===== config.mk =====
export PLATFORM = sky130hd
export DESIGN_NAME = rx_link_receiver
export DESIGN_NICKNAME = d
export VERILOG_FILES = /design/src/rx_frame_pkg.sv /design/src/rx_store_pkg.sv /design/src/rx_frame_store.sv /design/src/rx_frame_dispatch.sv /design/src/rx_ram_writer.sv /design/src/rx_link_receiver.sv
export VERILOG_INCLUDE_DIRS = /design/src /design/src/src
export SDC_FILE = /design/constraint.sdc
export NUM_CORES = 2
export LEC_CHECK = 0
export BUFFER_PORTS_ARGS = -buffer_cell sky130_fd_sc_hd__buf_4
export CORE_MARGIN = 3
export CORE_UTILIZATION = 57
export CTS_CLUSTER_DIAMETER = 150
export CTS_CLUSTER_SIZE = 20
export DETAILED_ROUTE_END_ITERATION = 6
export GPL_TIMING_DRIVEN = 1
export MAX_ROUTING_LAYER = met4
export PLACE_DENSITY = 0.8
export SLEW_MARGIN = 5
export SYNTH_ARGS = -nofsm -noshare
export SYNTH_HDL_FRONTEND = slang
export SYNTH_SLANG_ARGS = --single-unit

===== constraint.sdc =====
create_clock -name clk -period 4.7 [get_ports clk]
set_input_delay 0.235 -clock clk [delete_from_list [all_inputs] [get_ports clk]]
set_output_delay 0.235 -clock clk [all_outputs]
set_load 0.02 [all_outputs]

===== src/rx_params.svh =====
// frame layout, buffer sizing and RAM address widths; include in every receiver source
`ifndef RX_PARAMS_SVH
`define RX_PARAMS_SVH

// ------------------------------
// frame layout
// ------------------------------
// header is DA FC MODE then ADDR high to low
`define RX_HDR_BYTES 6
// command bytes open the payload
`define RX_CMD_BYTES 6
// data bytes follow the command bytes
`define RX_DATA_BYTES 32
`define RX_PAY_BYTES (`RX_CMD_BYTES + `RX_DATA_BYTES)
// fixed length on the link
`define RX_FRAME_BYTES 44

// ------------------------------
// buffering
// ------------------------------
// slot count, also the link's starting credits
`define RX_SLOTS 2
`define RX_SLOT_W 1
// byte position within one frame or slot
`define RX_OFS_W 6
`define RX_BUF_AW (`RX_SLOT_W + `RX_OFS_W)

// ------------------------------
// RAM side
// ------------------------------
`define RX_ADDR_W 24
// download data lands above the command bytes
`define RX_LOAD_DATA_OFS 8
// back to back reset frames for one card reset
`define RX_RESET_RUN 4

`endif


===== src/rx_frame_pkg.sv =====
// link frame types for the receiver; import wherever link bytes or header fields are handled
`include "rx_params.svh"

package rx_frame_pkg;

   // ------------------------------
   // decoded header fields
   // ------------------------------
   // function codes the card knows
   typedef enum logic [7:0] {
      fc_other = 8'h00,
      fc_data  = 8'h60,
      fc_reset = 8'hff
   } rx_fc_e;

   // raw 0 and 1 get console handling
   typedef enum logic [1:0] {
      mode_run,
      mode_console,
      mode_download
   } rx_mode_e;

   // ------------------------------
   // link side
   // ------------------------------
   // one transfer from the deserializer
   typedef struct packed {
      logic [7:0] data;
      // marks the final byte
      logic       last;
      // verdict valid on the final byte only
      logic       crc_ok;
   } rx_link_byte_t;

   // header bytes as they came in
   typedef struct packed {
      logic [7:0]            da;
      logic [7:0]            fc;
      logic [7:0]            mode;
      logic [`RX_ADDR_W-1:0] addr;
   } rx_header_t;

endpackage


===== src/rx_store_pkg.sv =====
// types for buffered frames and RAM writes; import in the stages and at the top level
`include "rx_params.svh"

package rx_store_pkg;
   import rx_frame_pkg::*;

   // which local RAM takes a write
   typedef enum logic [1:0] {
      tgt_cmd,
      tgt_cdata,
      tgt_load
   } rx_target_e;

   // header plus the slot holding its payload
   typedef struct packed {
      rx_header_t            hdr;
      logic [`RX_SLOT_W-1:0] slot;
   } rx_slot_hdr_t;

   // one accepted frame for the writer
   typedef struct packed {
      logic [`RX_SLOT_W-1:0] slot;
      // console or download only
      rx_mode_e              mode;
      logic [`RX_ADDR_W-1:0] addr;
   } rx_write_desc_t;

   // single byte write into one RAM
   typedef struct packed {
      rx_target_e            target;
      logic [`RX_ADDR_W-1:0] addr;
      logic [7:0]            data;
   } rx_ram_wr_t;

   // raw mode and address for the tx side
   typedef struct packed {
      logic [7:0]            mode;
      logic [`RX_ADDR_W-1:0] addr;
   } rx_notice_t;

endpackage


===== src/rx_frame_store.sv =====
// first receive stage; captures link frames into two slots and returns link credits
`timescale 1ns/100ps
`include "rx_params.svh"

module rx_frame_store
   import rx_frame_pkg::*, rx_store_pkg::*;
(
   input  logic                   clk,
   input  logic                   reset,
   // link side
   input  logic                   link_valid,
   input  rx_link_byte_t          link_byte,
   output logic                   link_credit,
   output logic                   crc_err,
   // header towards dispatch
   output logic                   hdr_valid,
   output rx_slot_hdr_t           hdr,
   // slot release sources
   input  logic                   drop_valid,
   input  logic [`RX_SLOT_W-1:0]  drop_slot,
   input  logic                   release_valid,
   input  logic [`RX_SLOT_W-1:0]  release_slot,
   // payload read port for the writer
   input  logic                   buf_rd,
   input  logic [`RX_BUF_AW-1:0]  buf_raddr,
   output logic [7:0]             buf_rdata
);

   logic [`RX_SLOTS-1:0]         free_map;
   logic [`RX_SLOTS-1:0]         rel_mask;
   logic [`RX_SLOT_W-1:0]        alloc_slot;
   logic [`RX_SLOT_W-1:0]        cur_slot;
   logic [`RX_SLOT_W-1:0]        hdr_slot_q;
   logic [`RX_OFS_W-1:0]         wr_ptr;
   logic [8*`RX_HDR_BYTES-1:0]   hdr_shift;
   logic [`RX_SLOT_W:0]          rel_cnt;
   logic [`RX_SLOT_W:0]          credit_pend;
   logic [`RX_SLOT_W:0]          credit_sum;
   logic                         first_byte;
   logic                         end_byte;
   logic [7:0]                   buf_mem [2**`RX_BUF_AW];

   // link spent a credit, so a free slot exists
   assign first_byte = link_valid && (wr_ptr == '0);
   assign end_byte   = link_valid &&
                       (link_byte.last || wr_ptr == `RX_OFS_W'(`RX_FRAME_BYTES - 1));

   // lowest free slot wins
   always_comb
   begin
      alloc_slot = '0;
      for (int i = `RX_SLOTS - 1; i >= 0; i--)
         if (free_map[i])
            alloc_slot = i[`RX_SLOT_W-1:0];
   end

   // ------------------------------
   // byte capture
   // ------------------------------
   always_ff @(posedge clk or posedge reset)
   begin
      if (reset)
      begin
         wr_ptr     <= '0;
         cur_slot   <= '0;
         hdr_valid  <= 1'b0;
         crc_err    <= 1'b0;
         hdr_slot_q <= '0;
      end
      else
      begin
         hdr_valid <= end_byte && link_byte.crc_ok;
         crc_err   <= end_byte && !link_byte.crc_ok;
         if (first_byte)
            cur_slot <= alloc_slot;
         if (end_byte)
         begin
            wr_ptr     <= '0;
            hdr_slot_q <= cur_slot;
         end
         else if (link_valid)
            wr_ptr <= wr_ptr + 1'b1;
      end
   end

   // header bytes shift in, DA ends up on top
   always_ff @(posedge clk)
   begin
      if (link_valid && wr_ptr < `RX_OFS_W'(`RX_HDR_BYTES))
         hdr_shift <= {hdr_shift[8*`RX_HDR_BYTES-9:0], link_byte.data};
   end

   assign hdr.hdr  = rx_header_t'(hdr_shift);
   assign hdr.slot = hdr_slot_q;

   // ------------------------------
   // slot memory
   // ------------------------------
   // payload offset 0 is frame byte 6
   always_ff @(posedge clk)
   begin
      if (link_valid && wr_ptr >= `RX_OFS_W'(`RX_HDR_BYTES))
         buf_mem[{cur_slot, wr_ptr - `RX_OFS_W'(`RX_HDR_BYTES)}] <= link_byte.data;
      if (buf_rd)
         buf_rdata <= buf_mem[buf_raddr];
   end

   // ------------------------------
   // slot release and credits
   // ------------------------------
   // bad crc frees its slot in the crc_err cycle
   always_comb
   begin
      rel_mask = '0;
      if (crc_err)
         rel_mask[hdr_slot_q] = 1'b1;
      if (drop_valid)
         rel_mask[drop_slot] = 1'b1;
      if (release_valid)
         rel_mask[release_slot] = 1'b1;
      rel_cnt = '0;
      for (int i = 0; i < `RX_SLOTS; i++)
         rel_cnt = rel_cnt + rel_mask[i];
      credit_sum = credit_pend + rel_cnt;
   end

   // one credit pulse per cycle, extra ones queue up
   always_ff @(posedge clk or posedge reset)
   begin
      if (reset)
      begin
         free_map    <= '1;
         credit_pend <= '0;
         link_credit <= 1'b0;
      end
      else
      begin
         free_map <= (free_map | rel_mask) &
                     ~(first_byte ? (`RX_SLOTS'(1) << alloc_slot) : '0);
         link_credit <= (credit_sum != '0);
         if (credit_sum != '0)
            credit_pend <= credit_sum - 1'b1;
         else
            credit_pend <= '0;
      end
   end

endmodule


===== src/rx_frame_dispatch.sv =====
// second receive stage; judges each stored header and hands accepted frames to the writer
`timescale 1ns/100ps
`include "rx_params.svh"

module rx_frame_dispatch
   import rx_frame_pkg::*, rx_store_pkg::*;
(
   input  logic                   clk,
   input  logic                   reset,
   input  logic                   init_done,
   input  logic [2:0]             rack_id,
   input  logic [3:0]             slot_id,
   // header from the store
   input  logic                   hdr_valid,
   input  rx_slot_hdr_t           hdr,
   // dropped frames go back to the store
   output logic                   drop_valid,
   output logic [`RX_SLOT_W-1:0]  drop_slot,
   // writer handshake
   output logic                   desc_valid,
   output rx_write_desc_t         desc,
   input  logic                   desc_credit,
   // tx notice and card reset
   output logic                   notice_valid,
   output rx_notice_t             notice,
   output logic                   card_reset
);

   rx_slot_hdr_t           q_mem [`RX_SLOTS];
   logic [`RX_SLOT_W-1:0]  q_wr;
   logic [`RX_SLOT_W-1:0]  q_rd;
   logic [`RX_SLOT_W:0]    q_cnt;
   rx_slot_hdr_t           head;
   rx_fc_e                 head_fc;
   rx_mode_e               head_mode;
   logic                   init_q;
   logic                   station_ok;
   logic [7:0]             station;
   logic                   credit;
   logic [2:0]             run_cnt;
   logic                   da_ok;
   logic                   mode_ok;
   logic                   accept_data;
   logic                   accept_reset;
   logic                   take;

   function automatic rx_fc_e fc_decode(input logic [7:0] raw);
      case (raw)
         8'h60:   return fc_data;
         8'hff:   return fc_reset;
         default: return fc_other;
      endcase
   endfunction

   // raw values above 2 are caught by mode_ok
   function automatic rx_mode_e mode_decode(input logic [7:0] raw);
      case (raw)
         8'd0:    return mode_run;
         8'd1:    return mode_console;
         default: return mode_download;
      endcase
   endfunction

   // ------------------------------
   // station address
   // ------------------------------
   // rack*12 + 14 - slot, wraps at 256
   always_ff @(posedge clk or posedge reset)
   begin
      if (reset)
      begin
         init_q     <= 1'b0;
         station_ok <= 1'b0;
         station    <= '0;
      end
      else
      begin
         init_q <= init_done;
         if (init_done && !init_q)
         begin
            station_ok <= 1'b1;
            station    <= {5'd0, rack_id} * 8'd12 + 8'd14 - {4'd0, slot_id};
         end
      end
   end

   // ------------------------------
   // header queue
   // ------------------------------
   // depth RX_SLOTS, the store never has more frames out
   always_ff @(posedge clk)
   begin
      if (hdr_valid)
         q_mem[q_wr] <= hdr;
   end

   assign head      = q_mem[q_rd];
   assign head_fc   = fc_decode(head.hdr.fc);
   assign head_mode = mode_decode(head.hdr.mode);

   // decision on the queue head
   always_comb
   begin
      da_ok        = station_ok && (head.hdr.da == station);
      mode_ok      = head.hdr.mode <= 8'd2;
      accept_data  = da_ok && (head_fc == fc_data) && mode_ok;
      accept_reset = da_ok && (head_fc == fc_reset);
      // data frames wait for a writer credit, drops never do
      take         = (q_cnt != '0) && (!accept_data || credit);
   end

   always_ff @(posedge clk or posedge reset)
   begin
      if (reset)
      begin
         q_wr         <= '0;
         q_rd         <= '0;
         q_cnt        <= '0;
         credit       <= 1'b1;
         run_cnt      <= '0;
         drop_valid   <= 1'b0;
         desc_valid   <= 1'b0;
         notice_valid <= 1'b0;
         card_reset   <= 1'b0;
      end
      else
      begin
         if (hdr_valid)
            q_wr <= q_wr + 1'b1;
         if (take)
            q_rd <= q_rd + 1'b1;
         q_cnt <= q_cnt + hdr_valid - take;

         drop_valid   <= take && !accept_data;
         desc_valid   <= take && accept_data;
         notice_valid <= take && accept_data;
         card_reset   <= 1'b0;
         credit       <= (credit && !(take && accept_data)) || desc_credit;

         // reset run, cleared by a card reset or an accepted data frame
         if (take && accept_reset)
         begin
            if (run_cnt == 3'(`RX_RESET_RUN - 1))
            begin
               card_reset <= 1'b1;
               run_cnt    <= '0;
            end
            else
               run_cnt <= run_cnt + 1'b1;
         end
         else if (take && accept_data)
            run_cnt <= '0;
      end
   end

   // payload of the outgoing pulses
   always_ff @(posedge clk)
   begin
      if (take)
      begin
         drop_slot   <= head.slot;
         desc.slot   <= head.slot;
         desc.mode   <= (head_mode == mode_download) ? mode_download : mode_console;
         desc.addr   <= head.hdr.addr;
         notice.mode <= head.hdr.mode;
         notice.addr <= head.hdr.addr;
      end
   end

endmodule


===== src/rx_ram_writer.sv =====
// third receive stage; streams one buffered payload into the command, data or download RAM
`timescale 1ns/100ps
`include "rx_params.svh"

module rx_ram_writer
   import rx_frame_pkg::*, rx_store_pkg::*;
(
   input  logic                   clk,
   input  logic                   reset,
   // work from dispatch
   input  logic                   desc_valid,
   input  rx_write_desc_t         desc,
   output logic                   desc_credit,
   // slot buffer access
   output logic                   buf_rd,
   output logic [`RX_BUF_AW-1:0]  buf_raddr,
   input  logic [7:0]             buf_rdata,
   output logic                   release_valid,
   output logic [`RX_SLOT_W-1:0]  release_slot,
   // RAM write port
   output logic                   ram_wr_valid,
   output rx_ram_wr_t             ram_wr
);

   typedef enum logic [1:0] {
      st_idle,
      st_cmd,
      st_data,
      st_done
   } wr_state_e;

   wr_state_e              state;
   logic [`RX_SLOT_W-1:0]  slot_q;
   rx_mode_e               mode_q;
   logic [`RX_ADDR_W-1:0]  base_q;
   logic [`RX_OFS_W-1:0]   rd_idx;
   logic [`RX_OFS_W-1:0]   ret_idx;
   logic                   ret_valid;
   logic                   wr_last;
   rx_target_e             wr_tgt;
   logic [`RX_ADDR_W-1:0]  wr_addr;

   // ------------------------------
   // buffer reads
   // ------------------------------
   // byte 0 goes out with desc_valid, saves a cycle
   always_comb
   begin
      buf_rd    = 1'b0;
      buf_raddr = {slot_q, rd_idx};
      case (state)
         st_idle:
         begin
            buf_rd    = desc_valid;
            buf_raddr = {desc.slot, {`RX_OFS_W{1'b0}}};
         end
         st_cmd, st_data:
            buf_rd = 1'b1;
         default:
            buf_rd = 1'b0;
      endcase
   end

   always_ff @(posedge clk or posedge reset)
   begin
      if (reset)
      begin
         state  <= st_idle;
         rd_idx <= '0;
      end
      else
      begin
         case (state)
            st_idle:
               if (desc_valid)
               begin
                  state  <= st_cmd;
                  rd_idx <= `RX_OFS_W'(1);
               end
            st_cmd:
            begin
               rd_idx <= rd_idx + 1'b1;
               if (rd_idx == `RX_OFS_W'(`RX_CMD_BYTES - 1))
                  state <= st_data;
            end
            st_data:
            begin
               rd_idx <= rd_idx + 1'b1;
               if (rd_idx == `RX_OFS_W'(`RX_PAY_BYTES - 1))
                  state <= st_done;
            end
            // wait for the write pipe to drain
            st_done:
               if (wr_last)
                  state <= st_idle;
            default:
               state <= st_idle;
         endcase
      end
   end

   // frame parameters held for the whole frame
   always_ff @(posedge clk)
   begin
      if (state == st_idle && desc_valid)
      begin
         slot_q <= desc.slot;
         mode_q <= desc.mode;
         base_q <= desc.addr;
      end
      ret_idx <= buf_raddr[`RX_OFS_W-1:0];
   end

   // ------------------------------
   // write addressing
   // ------------------------------
   // console cmd uses addr>>4, download data sits at addr+8
   always_comb
   begin
      if (ret_idx < `RX_OFS_W'(`RX_CMD_BYTES))
      begin
         if (mode_q == mode_download)
         begin
            wr_tgt  = tgt_load;
            wr_addr = base_q + `RX_ADDR_W'(ret_idx);
         end
         else
         begin
            wr_tgt  = tgt_cmd;
            wr_addr = (base_q >> 4) + `RX_ADDR_W'(ret_idx);
         end
      end
      else if (mode_q == mode_download)
      begin
         wr_tgt  = tgt_load;
         wr_addr = base_q + `RX_ADDR_W'(`RX_LOAD_DATA_OFS) +
                   `RX_ADDR_W'(ret_idx - `RX_OFS_W'(`RX_CMD_BYTES));
      end
      else
      begin
         wr_tgt  = tgt_cdata;
         wr_addr = base_q + `RX_ADDR_W'(ret_idx - `RX_OFS_W'(`RX_CMD_BYTES));
      end
   end

   // ------------------------------
   // write and finish pulses
   // ------------------------------
   always_ff @(posedge clk or posedge reset)
   begin
      if (reset)
      begin
         ret_valid     <= 1'b0;
         ram_wr_valid  <= 1'b0;
         wr_last       <= 1'b0;
         desc_credit   <= 1'b0;
         release_valid <= 1'b0;
      end
      else
      begin
         // read data shows up one cycle after buf_rd
         ret_valid     <= buf_rd;
         ram_wr_valid  <= ret_valid;
         wr_last       <= ret_valid && (ret_idx == `RX_OFS_W'(`RX_PAY_BYTES - 1));
         desc_credit   <= wr_last;
         release_valid <= wr_last;
      end
   end

   always_ff @(posedge clk)
   begin
      ram_wr.target <= wr_tgt;
      ram_wr.addr   <= wr_addr;
      ram_wr.data   <= buf_rdata;
   end

   // slot stays put until the next descriptor
   assign release_slot = slot_q;

endmodule


===== src/rx_link_receiver.sv =====
// receive side top level; store, dispatch and RAM writer chained as a three stage pipeline
`timescale 1ns/100ps
`include "rx_params.svh"

module rx_link_receiver
   import rx_frame_pkg::*, rx_store_pkg::*;
(
   input  logic           clk,
   input  logic           reset,
   input  logic           init_done,
   input  logic [2:0]     rack_id,
   input  logic [3:0]     slot_id,
   // deserializer side
   input  logic           link_valid,
   input  rx_link_byte_t  link_byte,
   output logic           link_credit,
   output logic           crc_err,
   // local RAM writes
   output logic           ram_wr_valid,
   output rx_ram_wr_t     ram_wr,
   // to the transmit side
   output logic           notice_valid,
   output rx_notice_t     notice,
   output logic           card_reset
);

   // ------------------------------
   // stage to stage wiring
   // ------------------------------
   logic                   hdr_valid;
   rx_slot_hdr_t           hdr;
   logic                   drop_valid;
   logic [`RX_SLOT_W-1:0]  drop_slot;
   logic                   desc_valid;
   rx_write_desc_t         desc;
   logic                   desc_credit;
   logic                   release_valid;
   logic [`RX_SLOT_W-1:0]  release_slot;
   logic                   buf_rd;
   logic [`RX_BUF_AW-1:0]  buf_raddr;
   logic [7:0]             buf_rdata;

   rx_frame_store u_rx_frame_store (
      .clk           (clk),
      .reset         (reset),
      .link_valid    (link_valid),
      .link_byte     (link_byte),
      .link_credit   (link_credit),
      .crc_err       (crc_err),
      .hdr_valid     (hdr_valid),
      .hdr           (hdr),
      .drop_valid    (drop_valid),
      .drop_slot     (drop_slot),
      .release_valid (release_valid),
      .release_slot  (release_slot),
      .buf_rd        (buf_rd),
      .buf_raddr     (buf_raddr),
      .buf_rdata     (buf_rdata)
   );

   rx_frame_dispatch u_rx_frame_dispatch (
      .clk          (clk),
      .reset        (reset),
      .init_done    (init_done),
      .rack_id      (rack_id),
      .slot_id      (slot_id),
      .hdr_valid    (hdr_valid),
      .hdr          (hdr),
      .drop_valid   (drop_valid),
      .drop_slot    (drop_slot),
      .desc_valid   (desc_valid),
      .desc         (desc),
      .desc_credit  (desc_credit),
      .notice_valid (notice_valid),
      .notice       (notice),
      .card_reset   (card_reset)
   );

   rx_ram_writer u_rx_ram_writer (
      .clk           (clk),
      .reset         (reset),
      .desc_valid    (desc_valid),
      .desc          (desc),
      .desc_credit   (desc_credit),
      .buf_rd        (buf_rd),
      .buf_raddr     (buf_raddr),
      .buf_rdata     (buf_rdata),
      .release_valid (release_valid),
      .release_slot  (release_slot),
      .ram_wr_valid  (ram_wr_valid),
      .ram_wr        (ram_wr)
   );

endmodule


==> results.txt <==
outcome: complete, no violations
Mapped Cells: 3,085
vias per std cell: 6.38
DR DRC count: 0
DR pass1 iterations: 6
total power: 22.0 mW
CTS root buf: clkbuf_16
final setup TNS: 0 ns
worst skew pair latency: 0.66 ns
Distinct cells, synth: 65
Crit path buffers/inverters: 2
top cell type's share of synthesized area: 0.682
Clock Skew: 0.0417 ns
synthesized area: 54,600 um2
Leak Pwr: 18.9 nW
Crit Path Class: reg -> reg
Hold Path Class: in -> async
largest net degree at the start of global routing: 90
worst r2r path cells: 13
FFs w/ async S/R, synth: 0.0361
Hold Buf Count CTS: 9
vias in the first global route: 28,724
Initial Util: 0.580
synthesized flop and latch total: 1,328
largest area contributor in the netlist: edfxtp_1
Slowest-stage cell, CP: o41ai_1
Clk pwr share: 0.307
Comb pwr share: 0.067
mean routed wirelength per cell: 26.8 um
WL final: 121,000 um
stages on the worst setup path: 13
sequential area share after synthesis: 0.719
TritonCTS Buffers: 76
clock sinks: 1,328
DR iter-0 viols: 3,793
Slew @ Worst Pin: 1.39 ns
period utilisation layout: 0.884
element type at the critical path start: flop
Core ar.: 94,200 um2
syn avg cell area: 17.7 um2
Int Pwr: 17.1 mW
EDFF count, synth: 1,240
Clk pin slew, worst setup/hold paths: 0.10 ns
CTS tree: done
initial antenna violation count: 4
CP Capture Type: flop
IO Port Bufs: 91
top-count cell post-synth: edfxtp_1
Max IR drop VDD: 395 uV
Crit Path Max Fanout: 25
Pwr Density: 371 nW/um2
Required @ worst endpoint: 5.27 ns
Ys Warns: 0
DR vias: 28,869
RSZ-0062 raised after global routing: no
ys flop type: edfxtp_1
area of the multi-input gates: 14,500 um2
layout cells sized above 1: 0.178
max-cap violations: 0
RD Place Congestion: 0.935
minimum clock period: 4.16 ns
Critical Path AT: 4.73 ns
chip width: 316 um
Area Overhead vs Synth: 8.49%
global-route usage over all layers: 0.253
final-layout fill cell count: 6,303
Final Max Tran Viols: 0
Final setup viols: 0
worst-path cell chain: a2111oi_4, buf_4, ha_1, inv_1, fa_1, nor2b_1, nand2_1, a21oi_1, o21ai_0, o41ai_1, a21boi_0, mux2i_1, nor3_1
post-CTS sizing: 0
full die area: 99,500 um2
first-pass GRT wire length: 183,000 um
gr ovfl total: 0
Seq pwr share: 0.626
Net Sw Power: 4.86 mW
Top Family by Delay on Critical Path: compound AO/OA/AOI/OAI gates
register area: 39,300 um2
H-tree depth: 3
Core Util, Final: 0.629
Switching Share: 0.221
number of setup buffers added after CTS: 0
antenna-violating nets left: 0
Longest Clk Path Bufs: 3
Placed Cells: 4,386
relative slew slack: 0.0698
Synth area leaders: edfxtp_1, mux4_2, dfrtp_1, mux2i_1, ha_1
Post-synth top cells: edfxtp_1, mux4_2, nor2_1
io pins: 92
count of final hold-check violations: 0
DIE HEIGHT: 316 um
DP Wirelength: 76,800 um
f_max: 241 MHz
final layout net count: 3,347
Finished Layout Cells: 4,524
row cnt: 112
max incr delay on CP: 0.65 ns
worst paths after layout:
| kind | slack, ns | end | startpoint |
|---|---|---|---|
| max | 0.54 | u_rx_ram_writer.ram_wr[28] | u_rx_ram_writer.ret_idx[1] |
| min | 0.1 | u_rx_frame_dispatch.station[0] | reset |
| max reg2reg | 0.54 | u_rx_ram_writer.ram_wr[28] | u_rx_ram_writer.ret_idx[1] |
| min reg2reg | 0.35 | u_rx_ram_writer.ram_wr[0] | u_rx_frame_store.buf_rdata[0] |
| max in group asynchronous | 3.77 | u_rx_ram_writer.rd_idx[0] | reset |
| min in group clk | 0.15 | u_rx_frame_dispatch.station[2] | slot_id[2] |
layer usage:
layer	vias to the layer above	share of wire	track usage
li1	12275	-	-
met2	1597	0.49	0.402
met5	-	0	-
met4	0	0.026	0.0694
met3	223	0.10	0.0479
met1	14774	0.38	0.342
cells in the final DEF (no fill, tap or decap), drive strengths merged, types with 64 or more instances in the layout:
master,count
ha,79
o21ai,76
nand2,187
buf,148
mux2i,101
edfxtp,1240
nor2,219
a21oi,67
inv,99
conb,64
mux4,244
clkbuf,121
cell families (layout without fill, tap and decap cells):
| kind of cell | after synthesis | after routing | share of synthesized area |
|---|---|---|---|
| and+or+nand+nor | 565 | 565 | 0.0453 |
| adders and majority gates | 107 | 107 | 0.0284 |
| AOI/OAI and AO/OA | 348 | 348 | 0.0455 |
| buffers and inverters | 261 | 380 | 0.0205 |
| other | 1 | 67 | 0.0000687 |
| xor gates and xnor gates | 95 | 95 | 0.0152 |
| DFF | 1328 | 1328 | 0.719 |
| muxes | 380 | 380 | 0.126 |
final cells by class:
| class | count | area share |
|---|---|---|
| repair buffers | 157 | 0.0220 |
| diodes | 3 | 0.000127 |
| flip-flops and latches | 1328 | 0.663 |
| clock buffers | 121 | 0.0360 |
| well taps | 1254 | 0.0265 |
| inverters | 97 | 0.00615 |
| clock inverters | 5 | 0.00112 |
| multi-input cells | 1559 | 0.246 |
flip-flops by register name, summed over array words and instances (netlist names), 2 cells and up:
register	flops
u_rx_frame_dispatch.desc	26
u_rx_frame_dispatch.notice	8
u_rx_frame_store.credit_pend	2
u_rx_ram_writer.rd_idx	6
u_rx_frame_dispatch.q_cnt	2
u_rx_frame_dispatch.station	8
u_rx_frame_dispatch.q_mem	98
u_rx_frame_dispatch.run_cnt	3
u_rx_frame_store.free_map	2
u_rx_frame_store.wr_ptr	6
u_rx_frame_store.buf_mem	1024
u_rx_ram_writer.ret_idx	6
u_rx_ram_writer.state	2
u_rx_frame_store.buf_rdata	8
u_rx_ram_writer.base_q	24
u_rx_ram_writer.mode_q	2
u_rx_frame_store.hdr_shift	48
u_rx_ram_writer.ram_wr	34
power groups by stage:
| stage | clock network (mW) | logic, mW | registers [mW] |
|---|---|---|---|
| 3_5_place_dp | 0 | 1.46 | 14.0 |
| 2_1_floorplan | 0 | 0.955 | 13.9 |
| 5_1_grt | 7.25 | 1.57 | 13.8 |
| 6_report | 6.75 | 1.46 | 13.8 |
| 3_3_place_gp | 0 | 1.39 | 14.0 |
| 4_1_cts | 6.83 | 1.47 | 13.8 |
tightest hold or removal path, stage by stage:
cell	delay (ns)
dlygate4sd3_1	0.56
buf_4	0.14
inv_2	0.18
per-stage QoR:
| stage | setup slack (ns) | instance area, um2 | hold WS [ns] |
|---|---|---|---|
| 5_1_grt | 0.224 | 59200 | 0.0826 |
| 6_report | 0.543 | 59200 | 0.0964 |
| 2_1_floorplan | 0.343 | 54900 | 0.266 |
| 3_3_place_gp | 0.644 | 56900 | 0.165 |
| 4_1_cts | 0.566 | 59200 | 0.0369 |
| 3_5_place_dp | 0.579 | 56900 | 0.176 |
No activity file was read; power rests on OpenSTA's default activity.
